--- src/backend_pkg.sv ---
`default_nettype none

package backend_pkg;

    localparam int XLEN = 32;
    localparam int HALF = XLEN / 2;       // multiplier split point
    localparam int NREG = 32;
    localparam int RAW = $clog2(NREG);    // register index width
    localparam int NPIPE = 2;
    localparam int NSTAGE = 3;            // ex, m1, m2
    localparam int MUL_READY_STAGE = 2;   // product forwardable from m2 on
    localparam int IMMW = 18;

    typedef logic [XLEN-1:0] word_t;
    typedef logic [RAW-1:0] reg_idx_t;

    typedef enum logic [3:0] {
        OP_NOP  = 4'h0,
        OP_ADD  = 4'h1,
        OP_SUB  = 4'h2,
        OP_AND  = 4'h3,
        OP_OR   = 4'h4,
        OP_XOR  = 4'h5,
        OP_ADDI = 4'h6,
        OP_MUL  = 4'h7
    } opcode_e;

    // register-register view
    typedef struct packed {
        opcode_e     opcode;   // 31..28
        reg_idx_t    rd;       // 27..23
        reg_idx_t    rs1;      // 22..18
        reg_idx_t    rs2;      // 17..13
        logic [12:0] unused;
    } r_fmt_t;

    // register-immediate view
    typedef struct packed {
        opcode_e         opcode;
        reg_idx_t        rd;
        reg_idx_t        rs1;
        logic [IMMW-1:0] imm;  // signed
    } i_fmt_t;

    typedef union packed {
        r_fmt_t r;
        i_fmt_t i;
        word_t  raw;
    } inst_word_u;

    typedef struct packed {
        opcode_e  opcode;
        reg_idx_t rd;
        reg_idx_t rs1;
        reg_idx_t rs2;
        logic     use_rs2;
        word_t    imm;         // already sign extended
        logic     is_mul;
    } decode_info_t;

    // one frontend slot
    typedef struct packed {
        word_t      pc;
        inst_word_u word;
    } inst_t;

    typedef struct packed {
        logic [2:0] src;       // one-hot over pipe 0, pipe 1 and reg file
        logic [1:0] stage;     // ex, m1, m2 when a pipe is selected
    } fwd_sel_t;

    localparam fwd_sel_t FWD_RF = '{src: 3'b100, stage: 2'd0};

    typedef struct packed {
        logic         valid;
        logic         older;   // set for the older half of a pair or a single issue
        word_t        pc;
        decode_info_t info;
        word_t        op_a;
        word_t        op_b;
        word_t        result;
    } stage_t;

    typedef struct packed {
        logic     valid;
        word_t    pc;
        reg_idx_t w_reg;
        word_t    w_data;
    } commit_t;

endpackage

`default_nettype wire

--- src/decoder.sv ---
`timescale 1ns/10ps
`default_nettype none

module decoder (
    input  backend_pkg::inst_word_u   inst_word_i,
    input  logic                      inst_valid_i,
    output backend_pkg::decode_info_t decode_o
);

    backend_pkg::opcode_e opcode;
    backend_pkg::word_t   imm_ext;

    assign opcode = inst_word_i.r.opcode;  // same bits in both views

    assign imm_ext = {{(backend_pkg::XLEN - backend_pkg::IMMW){
                          inst_word_i.i.imm[backend_pkg::IMMW-1]}},
                      inst_word_i.i.imm};

    always_comb begin
        decode_o = '0;  // nop writing r0
        if (inst_valid_i) begin
            case (opcode)
                backend_pkg::OP_ADD,
                backend_pkg::OP_SUB,
                backend_pkg::OP_AND,
                backend_pkg::OP_OR,
                backend_pkg::OP_XOR,
                backend_pkg::OP_MUL: begin
                    decode_o.opcode  = opcode;
                    decode_o.rd      = inst_word_i.r.rd;
                    decode_o.rs1     = inst_word_i.r.rs1;
                    decode_o.rs2     = inst_word_i.r.rs2;
                    decode_o.use_rs2 = 1'b1;
                    decode_o.is_mul  = (opcode == backend_pkg::OP_MUL);
                end
                backend_pkg::OP_ADDI: begin
                    // rs2 stays r0 so it never looks like a dependence
                    decode_o.opcode = opcode;
                    decode_o.rd     = inst_word_i.i.rd;
                    decode_o.rs1    = inst_word_i.i.rs1;
                    decode_o.imm    = imm_ext;
                end
                default: begin
                    decode_o = '0;  // unknown opcode
                end
            endcase
        end
    end

endmodule

`default_nettype wire

--- config.mk ---
export PLATFORM = sky130hd
export DESIGN_NAME = decoder
export DESIGN_NICKNAME = d
export VERILOG_FILES = /design/src/backend_pkg.sv /design/src/decoder.sv
export SDC_FILE = /design/constraint.sdc
export NUM_CORES = 1
export LEC_CHECK = 0
export BUFFER_PORTS_ARGS = -buffer_cell sky130_fd_sc_hd__buf_2
export CAP_MARGIN = 10
export CORE_MARGIN = 8
export CORE_UTILIZATION = 27
export DETAILED_ROUTE_END_ITERATION = 16
export PLACE_DENSITY_LB_ADDON = 0.1
export SKIP_LAST_GASP = 1
export SLEW_MARGIN = 20
export SYNTH_ARGS = -nofsm -noshare
export SYNTH_HDL_FRONTEND = slang
export SYNTH_SLANG_ARGS = --single-unit
--- constraint.sdc ---
create_clock -name vclk -period 1.9
set_input_delay 0.19 -clock vclk [all_inputs]
set_output_delay 0.19 -clock vclk [all_outputs]
set_load 0.01 [all_outputs]
# Word-level counts from Yosys, hierarchy flattened
# Index checks and enable logic that the tools add are counted.
# word_totals
regBits	0
input_bits	33
out_inout_bits	53
elab_cells	14
# classes
n_eq_ne	7
n_mux	5
reduce_logical	2
# op_table
op	n
$mux 53	1
$mux 32	1
$eq 4x3->1 const B	4
$mux 14	1
$eq 4x2->1 const B	2
$reduce_or 7->1	1
$mux 6	1
$reduce_or 6->1	1
$eq 4x1->1 const B	1
$mux 1	1

# Longest topological paths before layout
# logic_depth
word_depth	4
depth_mapped	5
mapped_depth_nobuf	2

# Worst setup path before layout
# No wires, ideal clock.
# synth_path
path_type	input -> output
start	in inst_valid_i
end	out decode_o[19] (netlist name)
arrival_ns	1.893
required_time_ns	1.710
setup_slack_ns	-0.183
path_stages	5
n_path_buf	3
cell_sequence	buf_4 > nand3b_4 > buf_2 > nor3_1 > buf_4
# synth_rtl
element	line	rtl
start: declaration	decoder.sv:6	input logic inst_valid_i,
end: declaration	decoder.sv:7	output backend_pkg::decode_info_t decode_o

==> flow_summary_export.csv <==
group,metric,value,unit
logic_synthesis,synth_top_family_by_area,"simple AND/OR/NAND/NOR gates",
setup_path,crit_start,"inst_word_i[30]",
floorplanning,core,1902,um2
setup_path,critPathRequiredTime,1.71,ns
logic_synthesis,yosysTopAreaCell,"buf_4",
status,status,"finished clean",
sta,grt_setup_unrepaired,"false",
routing,drt_iter0_drc,33,
pwr,ir_worst_vdd,76.72,uV
final_layout,antenna_cells,0,
logic_synthesis,synth_compound_area_share,6.161,%
final_layout,n_fill_cell,217,
final_layout,area_growth,62.32,%
placed_design,post-place-ws,0.5313,ns
placed_design,gp_congestion,0.6797,
routing,ant_nets,0,
placed_design,placed_cell_area,857.1,um2
logic_synthesis,synthTopCellsByCount,"inv_1 (20), nor3_1 (18), buf_4 (16), and3_1 (10), nand3b_1 (6)",
global_route,antenna_found_initial,0,
global_route,overflow,0,
logic_synthesis,syn_area_per_cell,5.802,um2
final_layout,nNetsFinal,192,
clocking,post_cts_buffers,0,
routing,vias_per_cell,4.168,
final_layout,layout-drive-gt1-share,56.69,%
logic_synthesis,synth.area.top_cells,"buf_4 (23%), nor3_1 (17%), inv_1 (14%)",
final_layout,nFlopsAndLatches,0,
hold_path,hp-start,"inst_word_i[11]",
logic_synthesis,yosysUniqueCellTypes,19,
clocking,ctsHoldBuffers,0,
logic_synthesis,yosysMostFrequentCell,"inv_1",
routing,vias,767,
hold_path,holdPathStages,4,
clocking,ctsResizeCount,0,
final_layout,n_clock_buffer,0,
global_route,grt_pass1_vias,732,
global_route,grt_usage,10.44,%
floorplanning,die_w,60.22,um
floorplanning,die_h,60.22,um
sta,fin_ws,0.5199,ns
logic_synthesis,muxShareOfSynthArea,0,%
final_layout,design_area,857.1,um2
sta,timing.fmax,724.6,MHz
sta,slew_viol_final,0,
floorplanning,die_area,3626,um2
sta,period_share,72.64,%
logic_synthesis,yosysWarnings,0,
setup_path,crit_arrival,1.19,ns
routing,drtPass1Iterations,4,
final_layout,instances_no_fill,184,
job,max-cap-violations,0,
sta,setup-tns-final,0,ns
setup_path,cp-start-kind,"primary input",
logic_synthesis,yosys.area.top_type_share,22.75,%
floorplanning,io_pins,86,
logic_synthesis,syn_area,528.0,um2
final_layout,fin_util,45.07,%
sta,setup_viol,0,
placed_design,port_buffers,85,
global_route,grt_start_max_net_pins,20,
pwr,leakagePower,0.6561,nW
floorplanning,num_rows,16,
setup_path,endpoint_kind,"output pin",
logic_synthesis,synth_xor_area_share,1.659,%
logic_synthesis,syn_nets,124,
routing,wl,2197,um
placed_design,dpl.hpwl,1914,um
logic_synthesis,synth_simple_gate_area_share,48.82,%
routing,wl_per_cell,11.94,um
routing,drc_errors,0,
setup_path,critPathMaxFanout,10,
setup_path,worstSetupPathType,"primary input to output pin",
sta,fin_crit,1.380,ns
pwr,cellPowerDensity,150.5,nW/um2
hold_path,hp-class,"primary input to output pin",
floorplanning,start_util,27.76,%
logic_synthesis,synthCells,91,
global_route,grt_pass1_wl,3153,um
sta,hold_violations,0,
final_layout,regArea,0,um2
logic_synthesis,seq_area_frac_synth,0,%
placed_design,dp_cells,184,
logic_synthesis,synth_fa_ha_area_share,0,%
## layout make-up
type,count,area (um2),area share (%)
Timing Repair Buffer,87,440.4,51.39
Multi-Input combinational cell,50,307.8,35.91
Tap cell,27,33.78,3.942
Inverter,20,75.07,8.759
## power by group
group / switching, mW / internal, mW
Clock: 0 / 0
Sequential: 0 / 0
Combinational: 0.0692 / 0.0598
Total: 0.0692 / 0.0598
## kinds of logic after synthesis
family / count (synthesis)
xor+xnor: 1
buf+inv: 41
compound gates: 6
other cells: 1
simple gates: 42
## through the flow
stage | hold slack [ns] | total power, mW
floorplan | 0.4746 | 0.07219
global placement | 0.6780 | 0.1271
detailed placement | 0.6803 | 0.1301
CTS | 0.6822 | 0.1303
global route | 0.6985 | 0.1438
finish | 0.6801 | 0.1290
## placed cells by master (no fill, tap or decap)
master / synthesis / layout
buf_2: 3 / 85
inv_1: 20 / 20
nor3_1: 18 / 17
and3_1: 10 / 10
nand3b_1: 6 / 6
a21oi_1: 5 / 5
and2_1: 2 / 2
buf_4: 16 / 2
nand3b_4: 1 / 1
nand2b_1: 1 / 1
nand2_1: 1 / 1
nor2_1: 1 / 1
xnor2_1: 1 / 1
and2b_1: 1 / 1
a21boi_0: 1 / 1
nor3_2: 0 / 1
or3_1: 1 / 1
conb_1: 1 / 1
## final timing paths
kind	endpoint	slack (ns)
worst max-delay path	decode_o[42]	0.52
worst min-delay path	decode_o[12]	0.68
## routing by layer
layer / wire length [um] / up-vias / global-route usage, %
met3: 290 / 0 / 3.441
li1: - / 406 / -
met5: 0 / - / 0
met2: 1117 / 43 / 20.43
met4: 0 / 0 / 0
met1: 789 / 318 / 10.89
## critical path, cell delays in order
cell and delay (ns):
buf_2 0.13, or3_1 0.49, and3_1 0.24, buf_2 0.14
Power figures use the tool's default switching activity.
