<file path="src/backend_pkg.sv">
`default_nettype none

package backend_pkg;

    localparam int XLEN = 32;
    localparam int HALF = XLEN / 2;       // multiplier split point
    localparam int NREG = 32;
    localparam int RAW = $clog2(NREG);    // register index width
    localparam int NPIPE = 2;
    localparam int NSTAGE = 3;            // ex, m1, m2
    localparam int MUL_READY_STAGE = 2;   // product forwardable from m2 on
    localparam int IMMW = 18;

    typedef logic [XLEN-1:0] word_t;
    typedef logic [RAW-1:0] reg_idx_t;

    typedef enum logic [3:0] {
        OP_NOP  = 4'h0,
        OP_ADD  = 4'h1,
        OP_SUB  = 4'h2,
        OP_AND  = 4'h3,
        OP_OR   = 4'h4,
        OP_XOR  = 4'h5,
        OP_ADDI = 4'h6,
        OP_MUL  = 4'h7
    } opcode_e;

    // register-register view
    typedef struct packed {
        opcode_e     opcode;   // 31..28
        reg_idx_t    rd;       // 27..23
        reg_idx_t    rs1;      // 22..18
        reg_idx_t    rs2;      // 17..13
        logic [12:0] unused;
    } r_fmt_t;

    // register-immediate view
    typedef struct packed {
        opcode_e         opcode;
        reg_idx_t        rd;
        reg_idx_t        rs1;
        logic [IMMW-1:0] imm;  // signed
    } i_fmt_t;

    typedef union packed {
        r_fmt_t r;
        i_fmt_t i;
        word_t  raw;
    } inst_word_u;

    typedef struct packed {
        opcode_e  opcode;
        reg_idx_t rd;
        reg_idx_t rs1;
        reg_idx_t rs2;
        logic     use_rs2;
        word_t    imm;         // already sign extended
        logic     is_mul;
    } decode_info_t;

    // one frontend slot
    typedef struct packed {
        word_t      pc;
        inst_word_u word;
    } inst_t;

    typedef struct packed {
        logic [2:0] src;       // one-hot over pipe 0, pipe 1 and reg file
        logic [1:0] stage;     // ex, m1, m2 when a pipe is selected
    } fwd_sel_t;

    localparam fwd_sel_t FWD_RF = '{src: 3'b100, stage: 2'd0};

    typedef struct packed {
        logic         valid;
        logic         older;   // set for the older half of a pair or a single issue
        word_t        pc;
        decode_info_t info;
        word_t        op_a;
        word_t        op_b;
        word_t        result;
    } stage_t;

    typedef struct packed {
        logic     valid;
        word_t    pc;
        reg_idx_t w_reg;
        word_t    w_data;
    } commit_t;

endpackage

`default_nettype wire

</file>
<file path="src/backend_pipeline.sv">
`timescale 1ns/10ps
`default_nettype none

module backend_pipeline #(
    parameter bit MAIN_PIPE = 1'b1   // main pipe carries the multiplier
) (
    input  logic                                             clk,
    input  logic                                             rst_i,
    input  logic                                             issue_i,
    input  backend_pkg::stage_t                              entry_i,
    output backend_pkg::stage_t [backend_pkg::NSTAGE-1:0]    stage_o,     // ex, m1, m2
    output backend_pkg::word_t  [backend_pkg::NSTAGE-1:0]    fwd_data_o,
    output backend_pkg::reg_idx_t                            w_addr_o,
    output backend_pkg::word_t                               w_data_o
);

    backend_pkg::stage_t ex_q;
    backend_pkg::stage_t m1_q;
    backend_pkg::stage_t m2_q;
    backend_pkg::stage_t ex_out;   // ex with alu result filled in
    backend_pkg::stage_t m1_out;   // m1 with product filled in
    backend_pkg::word_t  ex_res;

    // ex stage alu
    always_comb begin
        case (ex_q.info.opcode)
            backend_pkg::OP_ADD,
            backend_pkg::OP_ADDI: ex_res = ex_q.op_a + ex_q.op_b;
            backend_pkg::OP_SUB:  ex_res = ex_q.op_a - ex_q.op_b;
            backend_pkg::OP_AND:  ex_res = ex_q.op_a & ex_q.op_b;
            backend_pkg::OP_OR:   ex_res = ex_q.op_a | ex_q.op_b;
            backend_pkg::OP_XOR:  ex_res = ex_q.op_a ^ ex_q.op_b;
            default:              ex_res = '0;  // nop, or mul still in flight
        endcase
        ex_out        = ex_q;
        ex_out.result = ex_res;
    end

    if (MAIN_PIPE) begin : g_mul
        backend_pkg::word_t                    pp_low_q;   // a_lo * b_lo
        logic [backend_pkg::HALF-1:0]          pp_cross_q; // low half of cross terms
        logic [backend_pkg::HALF-1:0]          a_lo, a_hi, b_lo, b_hi;
        backend_pkg::word_t                    m1_prod;

        assign a_lo = ex_q.op_a[backend_pkg::HALF-1:0];
        assign a_hi = ex_q.op_a[backend_pkg::XLEN-1:backend_pkg::HALF];
        assign b_lo = ex_q.op_b[backend_pkg::HALF-1:0];
        assign b_hi = ex_q.op_b[backend_pkg::XLEN-1:backend_pkg::HALF];

        // partial products ex -> m1, summed in m1
        always_ff @(posedge clk) begin
            pp_low_q   <= {{backend_pkg::HALF{1'b0}}, a_lo} * {{backend_pkg::HALF{1'b0}}, b_lo};
            pp_cross_q <= a_hi * b_lo + a_lo * b_hi;
        end

        assign m1_prod = pp_low_q + {pp_cross_q, {backend_pkg::HALF{1'b0}}};

        always_comb begin
            m1_out = m1_q;
            if (m1_q.info.is_mul) begin
                m1_out.result = m1_prod;
            end
        end
    end else begin : g_no_mul
        assign m1_out = m1_q;  // alu result already in place
    end

    always_ff @(posedge clk) begin
        ex_q       <= entry_i;
        ex_q.valid <= issue_i;
        m1_q       <= ex_out;
        m2_q       <= m1_out;
        if (rst_i) begin
            ex_q.valid <= 1'b0;
            m1_q.valid <= 1'b0;
            m2_q.valid <= 1'b0;
        end
    end

    assign stage_o[0] = ex_out;
    assign stage_o[1] = m1_out;
    assign stage_o[2] = m2_q;

    assign fwd_data_o[0] = ex_res;        // straight from the alu
    assign fwd_data_o[1] = m1_out.result;
    assign fwd_data_o[2] = m2_q.result;

    assign w_addr_o = m2_q.valid ? m2_q.info.rd : '0;  // r0 means no write
    assign w_data_o = m2_q.result;

    // steering in issue must keep multiplies off the second pipe
    if (!MAIN_PIPE) begin : g_alu_only
        a_no_mul: assert property (@(posedge clk) disable iff (rst_i)
            issue_i |-> !entry_i.info.is_mul)
            else $error("multiply steered to the second pipe");
    end

endmodule

`default_nettype wire

</file>
<file path="config.mk">
export PLATFORM = sky130hd
export DESIGN_NAME = backend_pipeline
export DESIGN_NICKNAME = d
export VERILOG_FILES = /design/src/backend_pkg.sv /design/src/backend_pipeline.sv
export SDC_FILE = /design/constraint.sdc
export NUM_CORES = 2
export LEC_CHECK = 0
export BUFFER_PORTS_ARGS = -buffer_cell sky130_fd_sc_hd__buf_2
export CORE_AREA = 10 10 332 334
export CTS_BUF_LIST = sky130_fd_sc_hd__clkbuf_2
export DETAILED_ROUTE_END_ITERATION = 12
export DIE_AREA = 0 0 342 344
export PLACE_DENSITY = 0.58
export SYNTH_ARGS = -nofsm -noshare
export SYNTH_HDL_FRONTEND = slang
export SYNTH_SLANG_ARGS = --single-unit
export TNS_END_PERCENT = 1
</file>
<file path="constraint.sdc">
create_clock -name clk -period 9.1 [get_ports clk]
set_clock_uncertainty 0.15 [all_clocks]
set_input_delay 1.365 -clock clk [delete_from_list [all_inputs] [get_ports clk]]
set_output_delay 1.365 -clock clk [all_outputs]
set_load 0.01 [all_outputs]
</file>
After elaboration in Yosys (flattened, before gate mapping)
Cells that the tools add are included.
Widths: inputs -> output; s select.
Storage, ports and cells
  memory bits (read-only): 0
  memories: 0
  register bits: 565
  bits in writable memories: 0
  bits of input ports: 186
  output and inout bits: 682
  bits in latches: 0
  logic and storage cells: 60
Operators by class
  divide/modulo/power cells: 0
  equality and inequality tests: 6
  bitwise operators: 3
  $mul: 3
  add/sub/neg operators: 4
  shift operators: 0
  multiplexer cells: 3
  order comparisons: 0
  reductions and logical operators: 1
Operator list (count)
  $pmux 32 s5: 1
  $add 32x32->32: 2
  $and 32x32->32: 1
  $mul 16x16->16: 2
  $mul 16x16->32: 1
  $mux 32: 1
  $or 32x32->32: 1
  $sub 32x32->32: 1
  $xor 32x32->32: 1
  $add 16x16->16: 1
  $eq 4x3->1 const B: 3
  $eq 4x2->1 const B: 2
  $mux 5: 1
  $eq 4x1->1 const B: 1
  $reduce_or 2->1: 1

Longest topological paths before layout
  word-level depth: 3
  depth in mapped cells: 27

Worst setup path after synthesis
Ideal clock, no wire load.
  kind: register to register
  from: register ex_q, in the netlist stage_o[35]
  to: register g_mul.pp_cross_q[12] (netlist bit)
  period minus slack after synthesis: 6.569 ns
  setup time: 0.072 ns
  slack: 2.531 ns
  arrival time: 6.347 ns
  cell stages (with the launch flop): 26
  required time: 8.878 ns
  path through: dfxtp_1 -> inv_1 -> clkbuf_1 -> clkbuf_1 -> nor2_1 -> fa_1 -> inv_1 -> fa_1 -> fa_1 -> inv_1 -> ha_1 -> inv_1 -> fa_1 -> inv_1 -> fa_1 -> inv_1 -> fa_1 -> inv_1 -> fa_1 -> ha_1 -> a21boi_0 -> o311a_1 -> o21a_1 -> o21ai_0 -> nor2b_1 -> xnor2_1
Between the ends
  longest elaborated chain between the ends: 2
RTL lines
  from (decl): line backend_pipeline.sv:17  | backend_pkg::stage_t ex_q;
  from (signal assigned): line backend_pipeline.sv:69  | ex_q <= entry_i;
  $mul 16x16->16: line backend_pipeline.sv:53  | pp_cross_q <= a_hi * b_lo + a_lo * b_hi;
  $add 16x16->16: line backend_pipeline.sv:53
  to (signal assigned): line backend_pipeline.sv:53
  to (decl): line backend_pipeline.sv:41  | logic [backend_pkg::HALF-1:0] pp_cross_q;
Every way passes these cells.
A chain may end at the register's enable or synchronous reset.

==> run metrics <==
Synth warnings 0; Die Footprint 0.1176 sq mm; placement row count 118; DR iter-0 viols 1,801; initial antenna violation count 14; unique cell type count in the Yosys netlist 68; min Tclk post-route 8486 ps; relative slew slack 31.77%; main area contributors after synthesis dfxtp_1 (33%), fa_1 (22%), ha_1 (11%); vias in the first global route 27,550; post-synthesis sequential area ratio 33.38%; status finished, final reports clean; pin count of the biggest net entering global routing 33; post-synth net total 4,228; worst endpoint required time 7590 ps; CP arrival 6970 ps; critical path class register to output pin; CP endpoint kind output pin; pre-CTS setup slack 1914 ps; prevailing post-synth register cell dfxtp_1; post-synthesis compound-gate area fraction 5.528%; Synth top area share 33.38%; post-DP HPWL 116,900 microns; post-route insts no fill 5,714; placed insts 5,288; Die Ht 344 microns; P&R area growth vs syn 21.08%; multiplexer share of the synthesized area 1.049%; setup slack after layout 614.1 ps; GP Congestion 0.9496; maximum vdd drop 0.6670 mV; global-route wire length before repair 202,100 microns; Setup Buffers After CTS 0; Synth Instances 3,356; drt drc 0; ys async rst share 0%; Max clock buf depth 3; startpoint types register; clk slew on worst S/H paths 120 ps; CTS buffer count 151; Avg Inst Size Synth 10.10 sq um; maximum achievable frequency 0.1178 GHz; leakage 21.03 nW; worst skew pair latency 1460 ps; Final Cycle Share 93.25%; IO Pins 868; via count 26,690; Simple-Gate Fraction of Synth Area 8.700%; drt first pass iters 5; CP Max Fanout 14; CTS root buf clkbuf_2; Placeable Area 0.1032 sq mm; grt ovf 0; Total GRT Usage 23.94%; Routed wire per std cell 25.37 microns; CTS tree built; RSZ-0062 raised after global routing no; Die Width 342 microns; Synth area leader dfxtp_1; MaxCap Viol Count 0; Finish-stage setup viols 0; H-tree levels 4; largest family of logic cells by synthesized area adder cells; Adder-Cell Fraction of Synth Area 33.75%; Synth Register Bits 565; setup TNS 0 ps; cell area after synthesis 0.03388 sq mm; drt total wl 145,000 microns; # nets final 5,086; measured slew at the worst slew-check pin 1013 ps; Post-synth EDFFs 0; ANT nets after route 0; fin. max-slew vios 0; layout cell share with drive strength beyond 1 28.09%; HP Class register to register; clock sinks 565; PD cells 391.4 mW/mm^2; port buffer count 834; xor/xnor share of the synthesized area 4.394%; Fin. Hold Viols 0; vias per cell 4.671; Initial Utilization 32.83%
-- Yosys cell counts, types with 9 or more instances --
cell type	n
dfxtp_1	565
o21ai_0	49
a22oi_1	22
xor2_1	41
a31oi_1	10
inv_1	515
nand3_1	10
ha_1	306
o211ai_1	11
mux2_2	28
nor2b_1	10
a21o_1	13
or3_1	9
nand2b_1	17
buf_1	11
buf_4	279
a21oi_1	67
clkinv_1	12
nor2_1	352
fa_1	380
o221ai_1	21
and3_1	10
nor3_1	17
nand2_1	264
xnor2_1	129
clkbuf_1	90
-- layout by cell type, fill, tap and decap left out, drive strengths merged, types with 5 or more instances in the layout --
| cell type | netlist | final |
|---|---|---|
| a211oi | 7 | 7 |
| a21o | 16 | 16 |
| a21oi | 67 | 67 |
| a221oi | 9 | 9 |
| a22oi | 22 | 22 |
| a31oi | 11 | 11 |
| and2 | 5 | 5 |
| and3 | 10 | 10 |
| buf | 292 | 934 |
| clkbuf | 90 | 195 |
| clkinv | 12 | 70 |
| dfxtp | 565 | 565 |
| diode | 0 | 12 |
| dlygate4sd3 | 0 | 153 |
| fa | 380 | 380 |
| ha | 306 | 306 |
| inv | 518 | 522 |
| mux2 | 28 | 28 |
| nand2 | 264 | 264 |
| nand2b | 17 | 17 |
| nand3 | 10 | 10 |
| nand4 | 6 | 6 |
| nor2 | 352 | 352 |
| nor2b | 10 | 10 |
| nor3 | 18 | 18 |
| o211ai | 11 | 11 |
| o21a | 5 | 5 |
| o21ai | 54 | 54 |
| o21bai | 5 | 5 |
| o221ai | 21 | 21 |
| o31ai | 8 | 8 |
| o41ai | 5 | 5 |
| or3 | 9 | 9 |
| xnor2 | 129 | 129 |
| xor2 | 41 | 41 |
-- metal layers --
metal | part of all wire (%) | GRT usage (%)
met1 | 39 | 28.37
met2 | 46 | 38.90
met3 | 9.6 | 7.821
met4 | 5.2 | 11.63
met5 | 0.030 | 0
-- final cells by class --
cell class	count	area [sq um]
clock buffer	195	975.9
clock inverter	66	412.9
multi-input combinational	1879	18130
sequential	565	11310
antenna	12	30.03
fill	10330	62170
timing repair buffer	1087	6456
inverter	530	1989
tap	1380	1727
-- power breakdown --
group	internal (W)	switching [W]	leakage, nW	total [W]
Combinational	0.00471	0.00640	15.3	0.0111
Sequential	0.00291	0.000207	4.76	0.00312
Clock	0.000657	0.00117	1.01	0.00183
Total	0.00828	0.00779	21.0	0.0161
-- metrics by stage --
stage,utilization (%),cell area [sq um],total power [W],hold WS (ps)
global placement,36.90,38080,0.01401,177.9
finish,39.76,41030,0.01606,171.8
detailed placement,36.90,38080,0.01409,180.3
floorplan,-,33890,0.01095,181.9
CTS,39.73,41000,0.01609,83.55
global route,39.75,41020,0.01747,159.9
-- worst paths after layout --
kind	startpoint	cells after the start	slack [ps]	end
setup reg to reg	stage_o[70]	21	1740	g_mul.pp_cross_q[15]
hold / removal	stage_o[288]	0	170	stage_o[471]
hold reg to reg	stage_o[288]	0	170	stage_o[471]
setup / recovery	stage_o[38]	17	610	stage_o[25]
-- logic make-up (layout without fill, tap and decap cells) --
logic type / Yosys count / after routing
buffers and inverters: 912 / 1878
and+or+nand+nor: 719 / 719
adders and majority gates: 686 / 686
DFF: 565 / 565
AOI/OAI and AO/OA: 272 / 272
xor gates and xnor gates: 170 / 170
muxes: 32 / 32
other: 0 / 12
-- registers in the layout, indices dropped and copies added (netlist names) --
| signal | count |
|---|---|
| g_mul.pp_cross_q | 16 |
| g_mul.pp_low_q | 32 |
| m1_q | 32 |
| stage_o | 453 |
| w_data_o | 32 |
-- repair_timing --
action / CTS / global route
gates resized for setup: 0 / 0
setup endpoints to repair: 0 / 0
hold endpoints to repair: 154 / 0
hold buffers: 153 / 0
-- critical path: stages, from the launching register on --
cell	delay, ps
dfxtp_1	360
inv_1	420
buf_4	330
and4_1	300
nand2b_1	190
o21ai_0	240
xnor2_1	150
ha_1	310
and3_1	220
and3_1	180
o21ai_0	500
o21ai_1	330
a41o_1	360
a21oi_1	400
o21ai_0	180
xnor2_1	150
o21ai_0	700
buf_2	270
(Power assumes the default switching activity.)
