<file path="src/backend_pkg.sv">
`default_nettype none

package backend_pkg;

    localparam int XLEN = 32;
    localparam int HALF = XLEN / 2;       // multiplier split point
    localparam int NREG = 32;
    localparam int RAW = $clog2(NREG);    // register index width
    localparam int NPIPE = 2;
    localparam int NSTAGE = 3;            // ex, m1, m2
    localparam int MUL_READY_STAGE = 2;   // product forwardable from m2 on
    localparam int IMMW = 18;

    typedef logic [XLEN-1:0] word_t;
    typedef logic [RAW-1:0] reg_idx_t;

    typedef enum logic [3:0] {
        OP_NOP  = 4'h0,
        OP_ADD  = 4'h1,
        OP_SUB  = 4'h2,
        OP_AND  = 4'h3,
        OP_OR   = 4'h4,
        OP_XOR  = 4'h5,
        OP_ADDI = 4'h6,
        OP_MUL  = 4'h7
    } opcode_e;

    // register-register view
    typedef struct packed {
        opcode_e     opcode;   // 31..28
        reg_idx_t    rd;       // 27..23
        reg_idx_t    rs1;      // 22..18
        reg_idx_t    rs2;      // 17..13
        logic [12:0] unused;
    } r_fmt_t;

    // register-immediate view
    typedef struct packed {
        opcode_e         opcode;
        reg_idx_t        rd;
        reg_idx_t        rs1;
        logic [IMMW-1:0] imm;  // signed
    } i_fmt_t;

    typedef union packed {
        r_fmt_t r;
        i_fmt_t i;
        word_t  raw;
    } inst_word_u;

    typedef struct packed {
        opcode_e  opcode;
        reg_idx_t rd;
        reg_idx_t rs1;
        reg_idx_t rs2;
        logic     use_rs2;
        word_t    imm;         // already sign extended
        logic     is_mul;
    } decode_info_t;

    // one frontend slot
    typedef struct packed {
        word_t      pc;
        inst_word_u word;
    } inst_t;

    typedef struct packed {
        logic [2:0] src;       // one-hot over pipe 0, pipe 1 and reg file
        logic [1:0] stage;     // ex, m1, m2 when a pipe is selected
    } fwd_sel_t;

    localparam fwd_sel_t FWD_RF = '{src: 3'b100, stage: 2'd0};

    typedef struct packed {
        logic         valid;
        logic         older;   // set for the older half of a pair or a single issue
        word_t        pc;
        decode_info_t info;
        word_t        op_a;
        word_t        op_b;
        word_t        result;
    } stage_t;

    typedef struct packed {
        logic     valid;
        word_t    pc;
        reg_idx_t w_reg;
        word_t    w_data;
    } commit_t;

endpackage

`default_nettype wire

</file>
<file path="src/issue.sv">
`timescale 1ns/10ps
`default_nettype none

module issue (
    input  backend_pkg::decode_info_t [1:0] decode_i,
    input  logic [1:0]                      inst_valid_i,
    input  backend_pkg::stage_t [backend_pkg::NPIPE-1:0][backend_pkg::NSTAGE-1:0] stage_i,
    output logic [1:0]                      issue_o,     // 00, 01 or 11
    output logic                            revert_o,    // slot 1 goes to pipe 0
    output backend_pkg::fwd_sel_t [backend_pkg::NPIPE-1:0][1:0] fwd_sel_o
);

    logic [1:0] mul_wait;  // slot needs a product that is not out yet
    logic       pair_dep;
    logic       both_mul;

    function automatic logic reads(input backend_pkg::decode_info_t d,
                                   input backend_pkg::reg_idx_t r);
        return (r != '0) && (d.rs1 == r || (d.use_rs2 && d.rs2 == r));
    endfunction

    function automatic logic mul_busy(input backend_pkg::decode_info_t d);
        logic busy;
        busy = 1'b0;
        for (int q = 0; q < backend_pkg::NPIPE; q++) begin
            for (int s = 0; s < backend_pkg::MUL_READY_STAGE; s++) begin
                if (stage_i[q][s].valid && stage_i[q][s].info.is_mul &&
                    reads(d, stage_i[q][s].info.rd)) begin
                    busy = 1'b1;
                end
            end
        end
        return busy;
    endfunction

    // youngest producer of src, or the reg file
    function automatic backend_pkg::fwd_sel_t pick(input backend_pkg::reg_idx_t src);
        backend_pkg::fwd_sel_t sel;
        sel = backend_pkg::FWD_RF;
        if (src != '0) begin
            // walk from m2 to ex, older half first, so later hits win
            for (int s = backend_pkg::NSTAGE - 1; s >= 0; s--) begin
                for (int o = 1; o >= 0; o--) begin
                    for (int q = 0; q < backend_pkg::NPIPE; q++) begin
                        if (stage_i[q][s].valid && stage_i[q][s].older == o[0] &&
                            stage_i[q][s].info.rd == src) begin
                            sel.src   = 3'(1 << q);
                            sel.stage = 2'(s);
                        end
                    end
                end
            end
        end
        return sel;
    endfunction

    always_comb begin
        mul_wait[0] = mul_busy(decode_i[0]);
        mul_wait[1] = mul_busy(decode_i[1]);
        pair_dep    = reads(decode_i[1], decode_i[0].rd);
        both_mul    = decode_i[0].is_mul && decode_i[1].is_mul;

        issue_o[0] = inst_valid_i[0] && !mul_wait[0];
        issue_o[1] = issue_o[0] && inst_valid_i[1] && !mul_wait[1] &&
                     !pair_dep && !both_mul;

        revert_o = issue_o[1] && decode_i[1].is_mul;  // multiplier lives in pipe 0
    end

    always_comb begin
        logic slot;
        for (int p = 0; p < backend_pkg::NPIPE; p++) begin
            slot = (p != 0) ^ revert_o;
            fwd_sel_o[p][0] = pick(decode_i[slot].rs1);
            fwd_sel_o[p][1] = pick(decode_i[slot].use_rs2 ? decode_i[slot].rs2 : '0);
        end
    end

    // an issued operand never takes a multiply result before it is ready
    always_comb begin
        logic                  slot;
        backend_pkg::fwd_sel_t sel;
        for (int p = 0; p < backend_pkg::NPIPE; p++) begin
            slot = (p != 0) ^ revert_o;
            for (int k = 0; k < 2; k++) begin
                sel = fwd_sel_o[p][k];
                for (int q = 0; q < backend_pkg::NPIPE; q++) begin
                    if (issue_o[slot] && sel.src[q] &&
                        int'(sel.stage) < backend_pkg::MUL_READY_STAGE) begin
                        assert (!(stage_i[q][sel.stage].valid &&
                                  stage_i[q][sel.stage].info.is_mul))
                            else $error("pipe %0d operand %0d forwarded from an early multiply",
                                        p, k);
                    end
                end
            end
        end
    end

endmodule

`default_nettype wire

</file>
<file path="config.mk">
export PLATFORM = sky130hd
export DESIGN_NAME = issue
export DESIGN_NICKNAME = d
export VERILOG_FILES = /design/src/backend_pkg.sv /design/src/issue.sv
export SDC_FILE = /design/constraint.sdc
export NUM_CORES = 1
export LEC_CHECK = 0
export ABC_AREA = 1
export BUFFER_PORTS_ARGS = -buffer_cell sky130_fd_sc_hd__buf_4
export CAP_MARGIN = 0
export CORE_AREA = 3 3 482 484
export DETAILED_ROUTE_END_ITERATION = 7
export DIE_AREA = 0 0 485 487
export SYNTH_ARGS = -nofsm -noshare
export SYNTH_HDL_FRONTEND = slang
export SYNTH_SLANG_ARGS = --single-unit
export TNS_END_PERCENT = 100
</file>
<file path="constraint.sdc">
create_clock -name vclk -period 14.5
set_input_delay 3.625 -clock vclk [all_inputs]
set_output_delay 3.625 -clock vclk [all_outputs]
set_load 0.005 [all_outputs]
</file>
* Word level (Yosys, flattened, before mapping) *
Cells that the tools add are included.

cells by class
  order comparisons = 2
  eq/ne operators = 42
  mux-type cells = 66
  bitwise gates (word level) = 7
  reductions and logical operators = 119

operators with widths
  operator                                                                       count
  5-bit two-way mux                                                              54
  5-bit equality test                                                            42
  44-bit two-way mux                                                             4
  1-bit logical AND                                                              97
  5-bit nonzero test                                                             9
  1-bit logical OR                                                               9
  1-bit two-way mux                                                              8
  1-bit inverter                                                                 7
  1-bit zero test                                                                4
  1-bit by 2-bit less-than comparator with 1-bit output (second input constant)  2

storage, ports and cells
  register bits after elaboration = 0
  output and inout bits = 23
  logic and storage cells = 236

* Depth between registers and ports, before layout *
Gate-level depths: netlist of the first run.

  word-level depth = 35
  depth in mapped cells = 31

* Least setup slack after synthesis of the first run *
Ideal clock, no wire load.

  path type = input to output
  start = in stage_i[143] in the netlist's numbering
  end = out fwd_sel_o[3] in the netlist's numbering
  arrival time = 6.002 ns
  required time = 10.875 ns
  path slack = 4.873 ns
  cell stages on the path = 23
  path buffers = 2
  cells stage by stage = buf_2 > inv_2 > nand2_1 > nand2_1 > nor2_1 > nand3_1 > nand2_1 > nand2_1 > nand2_1 > nor2_2 > nand4_4 > inv_2 > buf_12 > nand2_1 > o21ai_2 > xor2_1 > nor4_2 > nand2_1 > nand2_1 > nor2_1 > nor2_1 > nand2_1 > a21oi_1

RTL lines
  item         line         text
  from (decl)  issue.sv:7   input backend_pkg::stage_t [backend_pkg::NPIPE-1:0][backend_pkg::NSTAGE-1:0] stage_i,
  to (decl)    issue.sv:10  output backend_pkg::fwd_sel_t [backend_pkg::NPIPE-1:0][1:0] fwd_sel_o

==> impl_results.md, run 1 <==
* Commonest non-fill, non-tap cell in the layout: nand2_1
* Detail Route Antenna Nets at 0
* Nets at 2191
* Final Non-Filler Cells at 3992
* Vias after detailed routing at 6378
* Vias in the first global route at 5613
* DP HPWL at 29500 um
* Seq cells at 0
* Post-Synth Simple-Gate Area at 59.9%
* Num ports at 1229
* First-pass GRT wire length at 44900 um
* CP cell instances: buf_4 > inv_2 > nand4_1 > nand3_1 > inv_1 > nand2_1 > nand2_1 > nor2_2 > nand4_4 > inv_2 > nand2_1 > o21ai_4 > nor2_1 > nor4_1 > nand4_1 > nand2_1 > inv_1 > nor4_1 > buf_4
* Fin area at 8930 um2
* Clock buffer cells at 0
* Top-area cell type share of the netlist area at 28.9%
* Port Buf Inserts at 100
* Min Tclk post-route at 11.45 ns
* Cell Pwr Density at 21.4 nW/um2
* Max cap viols at 0
* All-Layer GR Usage at 2.72%
* Area Growth Syn to Fin at 92.2%
* Worst min path class: input pin to primary output
* Most frequent cells in the layout: nand2_1 (358), nor2_1 (119), buf_4 (100)
* Synth unique cells at 47
* Leakage Power at 3.02 nW
* CP Data Required Time at 10.88 ns
* Drt drc at 0
* Sequential standard cell area at 0 um2
* Initial DRC count at 652
* Total power at 0.191 mW
* Max-slew headroom at 52.8%
* Final setup fails at 0
* Setup TNS at 0 ns
* Hold Buf Count CTS at 0
* Pre-CTS setup slack at 3.21 ns
* Mapped Nets at 2124
* Die Area at 236000 um2
* YS warnings at 0
* Setup Crit Path Kind: input pin to primary output
* Sequential share of the synthesized area at 0%
* Syn Std Cell Area at 4650 um2
* Final worst slack at 3.05 ns
* Die W at 485 um
* Via density at 1.60
* Slowest cell on crit path: inv_2
* Multiplexer area fraction after synthesis at 0%
* Post-Syn Instances at 918
* Post-cts sizing count at 0
* Synth area leader: nand2_1
* Fmax achieved at 87.3 MHz
* Top cells by area, synth: nand2_1 (29%), xor2_1 (12%), nor2_1 (9.6%)
* WL/cell at 8.60 um
* Area after DPL at 8930 um2
* Final Hold Viols at 0
* Crit. End Element: primary output
* Crit start category: input pin
* Post-synthesis xor/xnor area fraction at 14.1%
* Placed Instances at 3992
* Core footprint at 228000 um2
* Period Utilization, post-route at 79.0%
* Slew of the pin with the lowest slew margin at 0.707 ns
* RSZ-0062 raised after global routing: no
* Worst VDD drop at 0.00000713 V
* Crit-path max FO at 27
* Row cnt at 175
* Outcome: complete, no violations
* N_diodes at 0
* Largest net degree at the start of global routing at 28
* Fin. max-slew vios at 0
* DR pass1 iterations at 5
* Hold Slack at 7.70 ns
* WL final at 34300 um
* Initial antenna violation count at 33
* Synth Area in Adders at 0%
* Cell family with most CP delay: simple AND/OR/NAND/NOR gates
* Cell mode on critical path: nand2_1
* Post-CTS setup buffer count at 0
* Remaining global-route overflow at 0
* Synthesized area per cell at 5.06 um2
* Initial Utilization at 2.04%
* Critical path arrival at 7.83 ns
* Layout cells sized above 1 at 21.3%
* Compound-Gate Fraction of Synth Area at 12.1%
* Largest family of logic cells by synthesized area: simple AND/OR/NAND/NOR gates
* Placer Congestion at 0.938
* Die H at 487 um
* Utilization after layout at 3.92%
* Slowest Stage Delay on Critical Path at 0.55 ns
* Buf/Inv on CP at 6
-- tightest hold or removal path, stage by stage --
cell and delay (ns):
buf_4 0.09, nor2_1 0.04, nand2_1 0.12, a21oi_2 0.07, buf_4 0.13
-- kinds of logic (layout without fill, tap and decap cells) --
kind of cell | count (synthesis) | in the layout
compound gates | 77 | 77
simple gates | 623 | 623
xor+xnor | 75 | 75
buf+inv | 143 | 208
-- worst paths after layout --
path	start	to	slack [ns]	cells after the start
setup / recovery	stage_i[143]	fwd_sel_o[11]	3.05	19
hold / removal	stage_i[730]	fwd_sel_o[18]	7.70	5
-- layout make-up --
class	instances	area, um2
Multi-Input combinational cell	775	4000
Timing Repair Buffer	100	751
Inverter	108	413
Tap cell	3009	3760
Fill cell	27261	219000
-- cells in the mapped netlist (all sizes together), types with 3 or more instances --
master  count
a21oi      24
buf        35
clkinv      7
inv       101
nand2     378
nand3      61
nand3b      3
nand4      18
nor2      132
nor3       11
nor4       18
o211ai      3
o21ai      36
o22ai       6
xnor2       9
xor2       66
-- power by group --
| part | switching (mW) | internal (mW) |
|---|---|---|
| registers | 0 | 0 |
| clock network | 0 | 0 |
| logic | 0.126 | 0.0643 |
-- metal layers --
metal  up-vias  track usage, %  wire length, um
met5         -               0                0
met4         0           0.804             1660
met3       145           0.122             1810
met2       394            6.78            22900
met1      2834            2.00             7950
li1       3005               -                -
Note: power is estimated with default switching activity, not from simulation.
==> run 2: changes to the inputs <==
- ABC_AREA: 1 -> 0
- CORE_AREA: 3 3 482 484 -> 3 3 471 473
- DIE_AREA: 0 0 485 487 -> 0 0 474 476
- clock period: 14.5 -> 11.65 ns (I/O delays scaled with it)
==> impl_results.md, run 2 <==
* Hold Slack at 6.19 ns (-1.51 ns)
* Setup Crit Path Kind: input pin to primary output
* Utilization after layout at 4.05% (+0.13 points)
* DR pass1 iterations at 5 (unchanged)
* Final Hold Viols at 0 (unchanged)
* Via density at 1.66 (+3.7%)
* Min Tclk post-route at 10.44 ns
* Placer Congestion at 0.892 (-4.9%)
* Layout fillers at 25959 (-4.8%)
* Sequential share of the synthesized area at 0% (unchanged)
* Initial Utilization at 2.20% (+0.16 points)
* Area after DPL at 8800 um2 (-1.5%)
* Nets at 1944 (-11%)
* DP HPWL at 32900 um (+11%)
* Top-count cell post-synth: xnor2_1
* Max-slew headroom at 32.5% (-20 points)
* Mapped Nets at 1901 (-10%)
* Area Growth Syn to Fin at 84.3%
* Most frequent cells after synthesis: xnor2_1 (72), xor2_1 (59), buf_2 (40)
* Clock buffer cells at 0 (unchanged)
* Critical path arrival at 7.53 ns (-0.30 ns)
* Post-Syn Instances at 695 (-24%)
* Leakage Power at 2.02 nW (-33%)
* All-Layer GR Usage at 3.18% (+0.46 points)
* Core footprint at 217000 um2 (-4.5%)
* Vias after detailed routing at 5952 (-6.7%)
* Slew of the pin with the lowest slew margin at 1.00 ns (+0.296 ns)
* Seq cells at 0 (unchanged)
* Setup TNS at 0 ns (unchanged)
* Crit-path max FO at 20 (-26%)
* Fin area at 8800 um2 (-1.4%)
* Top cells by area, synth: xnor2_1 (13%), xor2_1 (11%), buf_2 (4.2%)
* Drt drc at 0 (unchanged)
* Worst VDD drop at 0.0000157 V (+120%)
* CP Data Required Time at 8.74 ns (-2.14 ns)
* Sequential standard cell area at 0 um2 (unchanged)
* Post-CTS setup buffer count at 0 (unchanged)
* Multi-input gate area at 4290 um2 (+7.2%)
* Synth area leader: xnor2_1
* Top-area cell type share of the netlist area at 13.2% (-16 points)
* Detail Route Antenna Nets at 0 (unchanged)
* Initial antenna violation count at 20 (-39%)
* Syn Std Cell Area at 4780 um2 (+2.8%)
* Row cnt at 171 (-2.3%)
* Fmax achieved at 95.8 MHz
* Cell Pwr Density at 27.2 nW/um2 (+27%)
* Crit start category: input pin
* Max cap viols at 0 (unchanged)
* Crit. End Element: primary output
* YS warnings at 0 (unchanged)
* Post-cts sizing count at 0 (unchanged)
* Commonest non-fill, non-tap cell in the layout: buf_4
* Remaining global-route overflow at 0 (unchanged)
* Num ports at 1229 (unchanged)
* Port Buf Inserts at 100 (unchanged)
* WL/cell at 10.6 um (+23%)
* Synth unique cells at 91 (+94%)
* WL final at 37900 um (+10%)
* Initial DRC count at 612 (-6.1%)
* Layout cells sized above 1 at 20.7% (-0.61 points)
* Die W at 474 um (-2.3%)
* Outcome: complete, no violations
* Die H at 476 um (-2.3%)
* Fin. max-slew vios at 0 (unchanged)
* Hold Buf Count CTS at 0 (unchanged)
* Worst min path class: input pin to primary output
* Largest net degree at the start of global routing at 25 (-11%)
* Most frequent cells in the layout: buf_4 (109), xnor2_1 (72), xor2_1 (59)
* Final setup fails at 0 (unchanged)
* Period Utilization, post-route at 89.6%
* Vias in the first global route at 5536 (-1.4%)
* Die Area at 226000 um2 (-4.5%)
* Min-Delay Path Depth at 3 (-2)
* Synthesized area per cell at 6.87 um2 (+36%)
* RSZ-0062 raised after global routing: no
* First-pass GRT wire length at 49100 um (+9.4%)
## run 2: changes by cell type in the layout (fill, tap and decap cells not counted), moves of 28 or more
| cell | change |
|---|---|
| inv_1 | -28 |
| xnor2_1 | +63 |
| inv_2 | -43 |
| nand3_1 | -36 |
| nand2_1 | -320 |
| nor2_1 | -90 |
## run 2: cells by family (layout without fill, tap and decap cells)
logic type / after synthesis / count (layout) / share of synthesized area (%)
buf+inv: 99 / 140 / 10.2
compound gates: 183 / 183 / 28.3
simple gates: 272 / 272 / 34.2
mux: 8 / 8 / 2.62
other cells: 0 / 1 / 0
xor+xnor: 133 / 133 / 24.7
## run 2: metrics by stage
stage / total power, mW / worst slack [ns] / cells
after detailed placement: 0.240 / 1.37 / 3590
after global routing: 0.256 / 0.857 / 3590
final: 0.239 / 1.21 / 3591
after CTS: 0.241 / 1.36 / 3590
after global placement: 0.239 / 1.39 / 3590
after floorplan: 0.147 / 2.67 / 695
## run 2: routing by layer
| metal | part of all wire [%] | global-route usage, % | up-vias |
|---|---|---|---|
| met5 | 0 | 0 | - |
| met4 | 7.2 | 1.70 | 0 |
| met3 | 5.2 | 0.185 | 128 |
| met2 | 64 | 7.54 | 387 |
| met1 | 23 | 2.35 | 2748 |
| li1 | - | - | 2689 |
## run 2: worst paths after layout
kind,to,from,slack [ns]
setup / recovery,fwd_sel_o[7],stage_i[140],1.21
hold / removal,issue_o[1],decode_i[53],6.19
## run 2: cell type report
class / count / area share [%]
antenna: 1 / 0.0284
inverter: 31 / 1.38
multi-input combinational: 596 / 48.7
tap: 2854 / 40.6
timing repair buffer: 109 / 9.30
## run 2: power breakdown
group / internal (mW) / total, mW / leakage (nW) / switching, mW
sequential: 0 / 0 / 0 / 0
clock: 0.0000000119 / 0.0000000119 / 0.00000634 / 0
combinational: 0.0887 / 0.239 / 2.02 / 0.151
total: 0.0887 / 0.239 / 2.02 / 0.151
## run 2: worst max-delay path, stage by stage
cell and delay (ns):
buf_4 0.20, or3_1 0.38, o311a_1 0.37, a21boi_1 0.22, nand3_1 0.68, o31ai_1 1.11, a21oi_1 0.16, a221oi_1 0.37
nor4b_2 0.37, o21ai_0 0.15, a221oi_1 0.41, buf_4 0.18
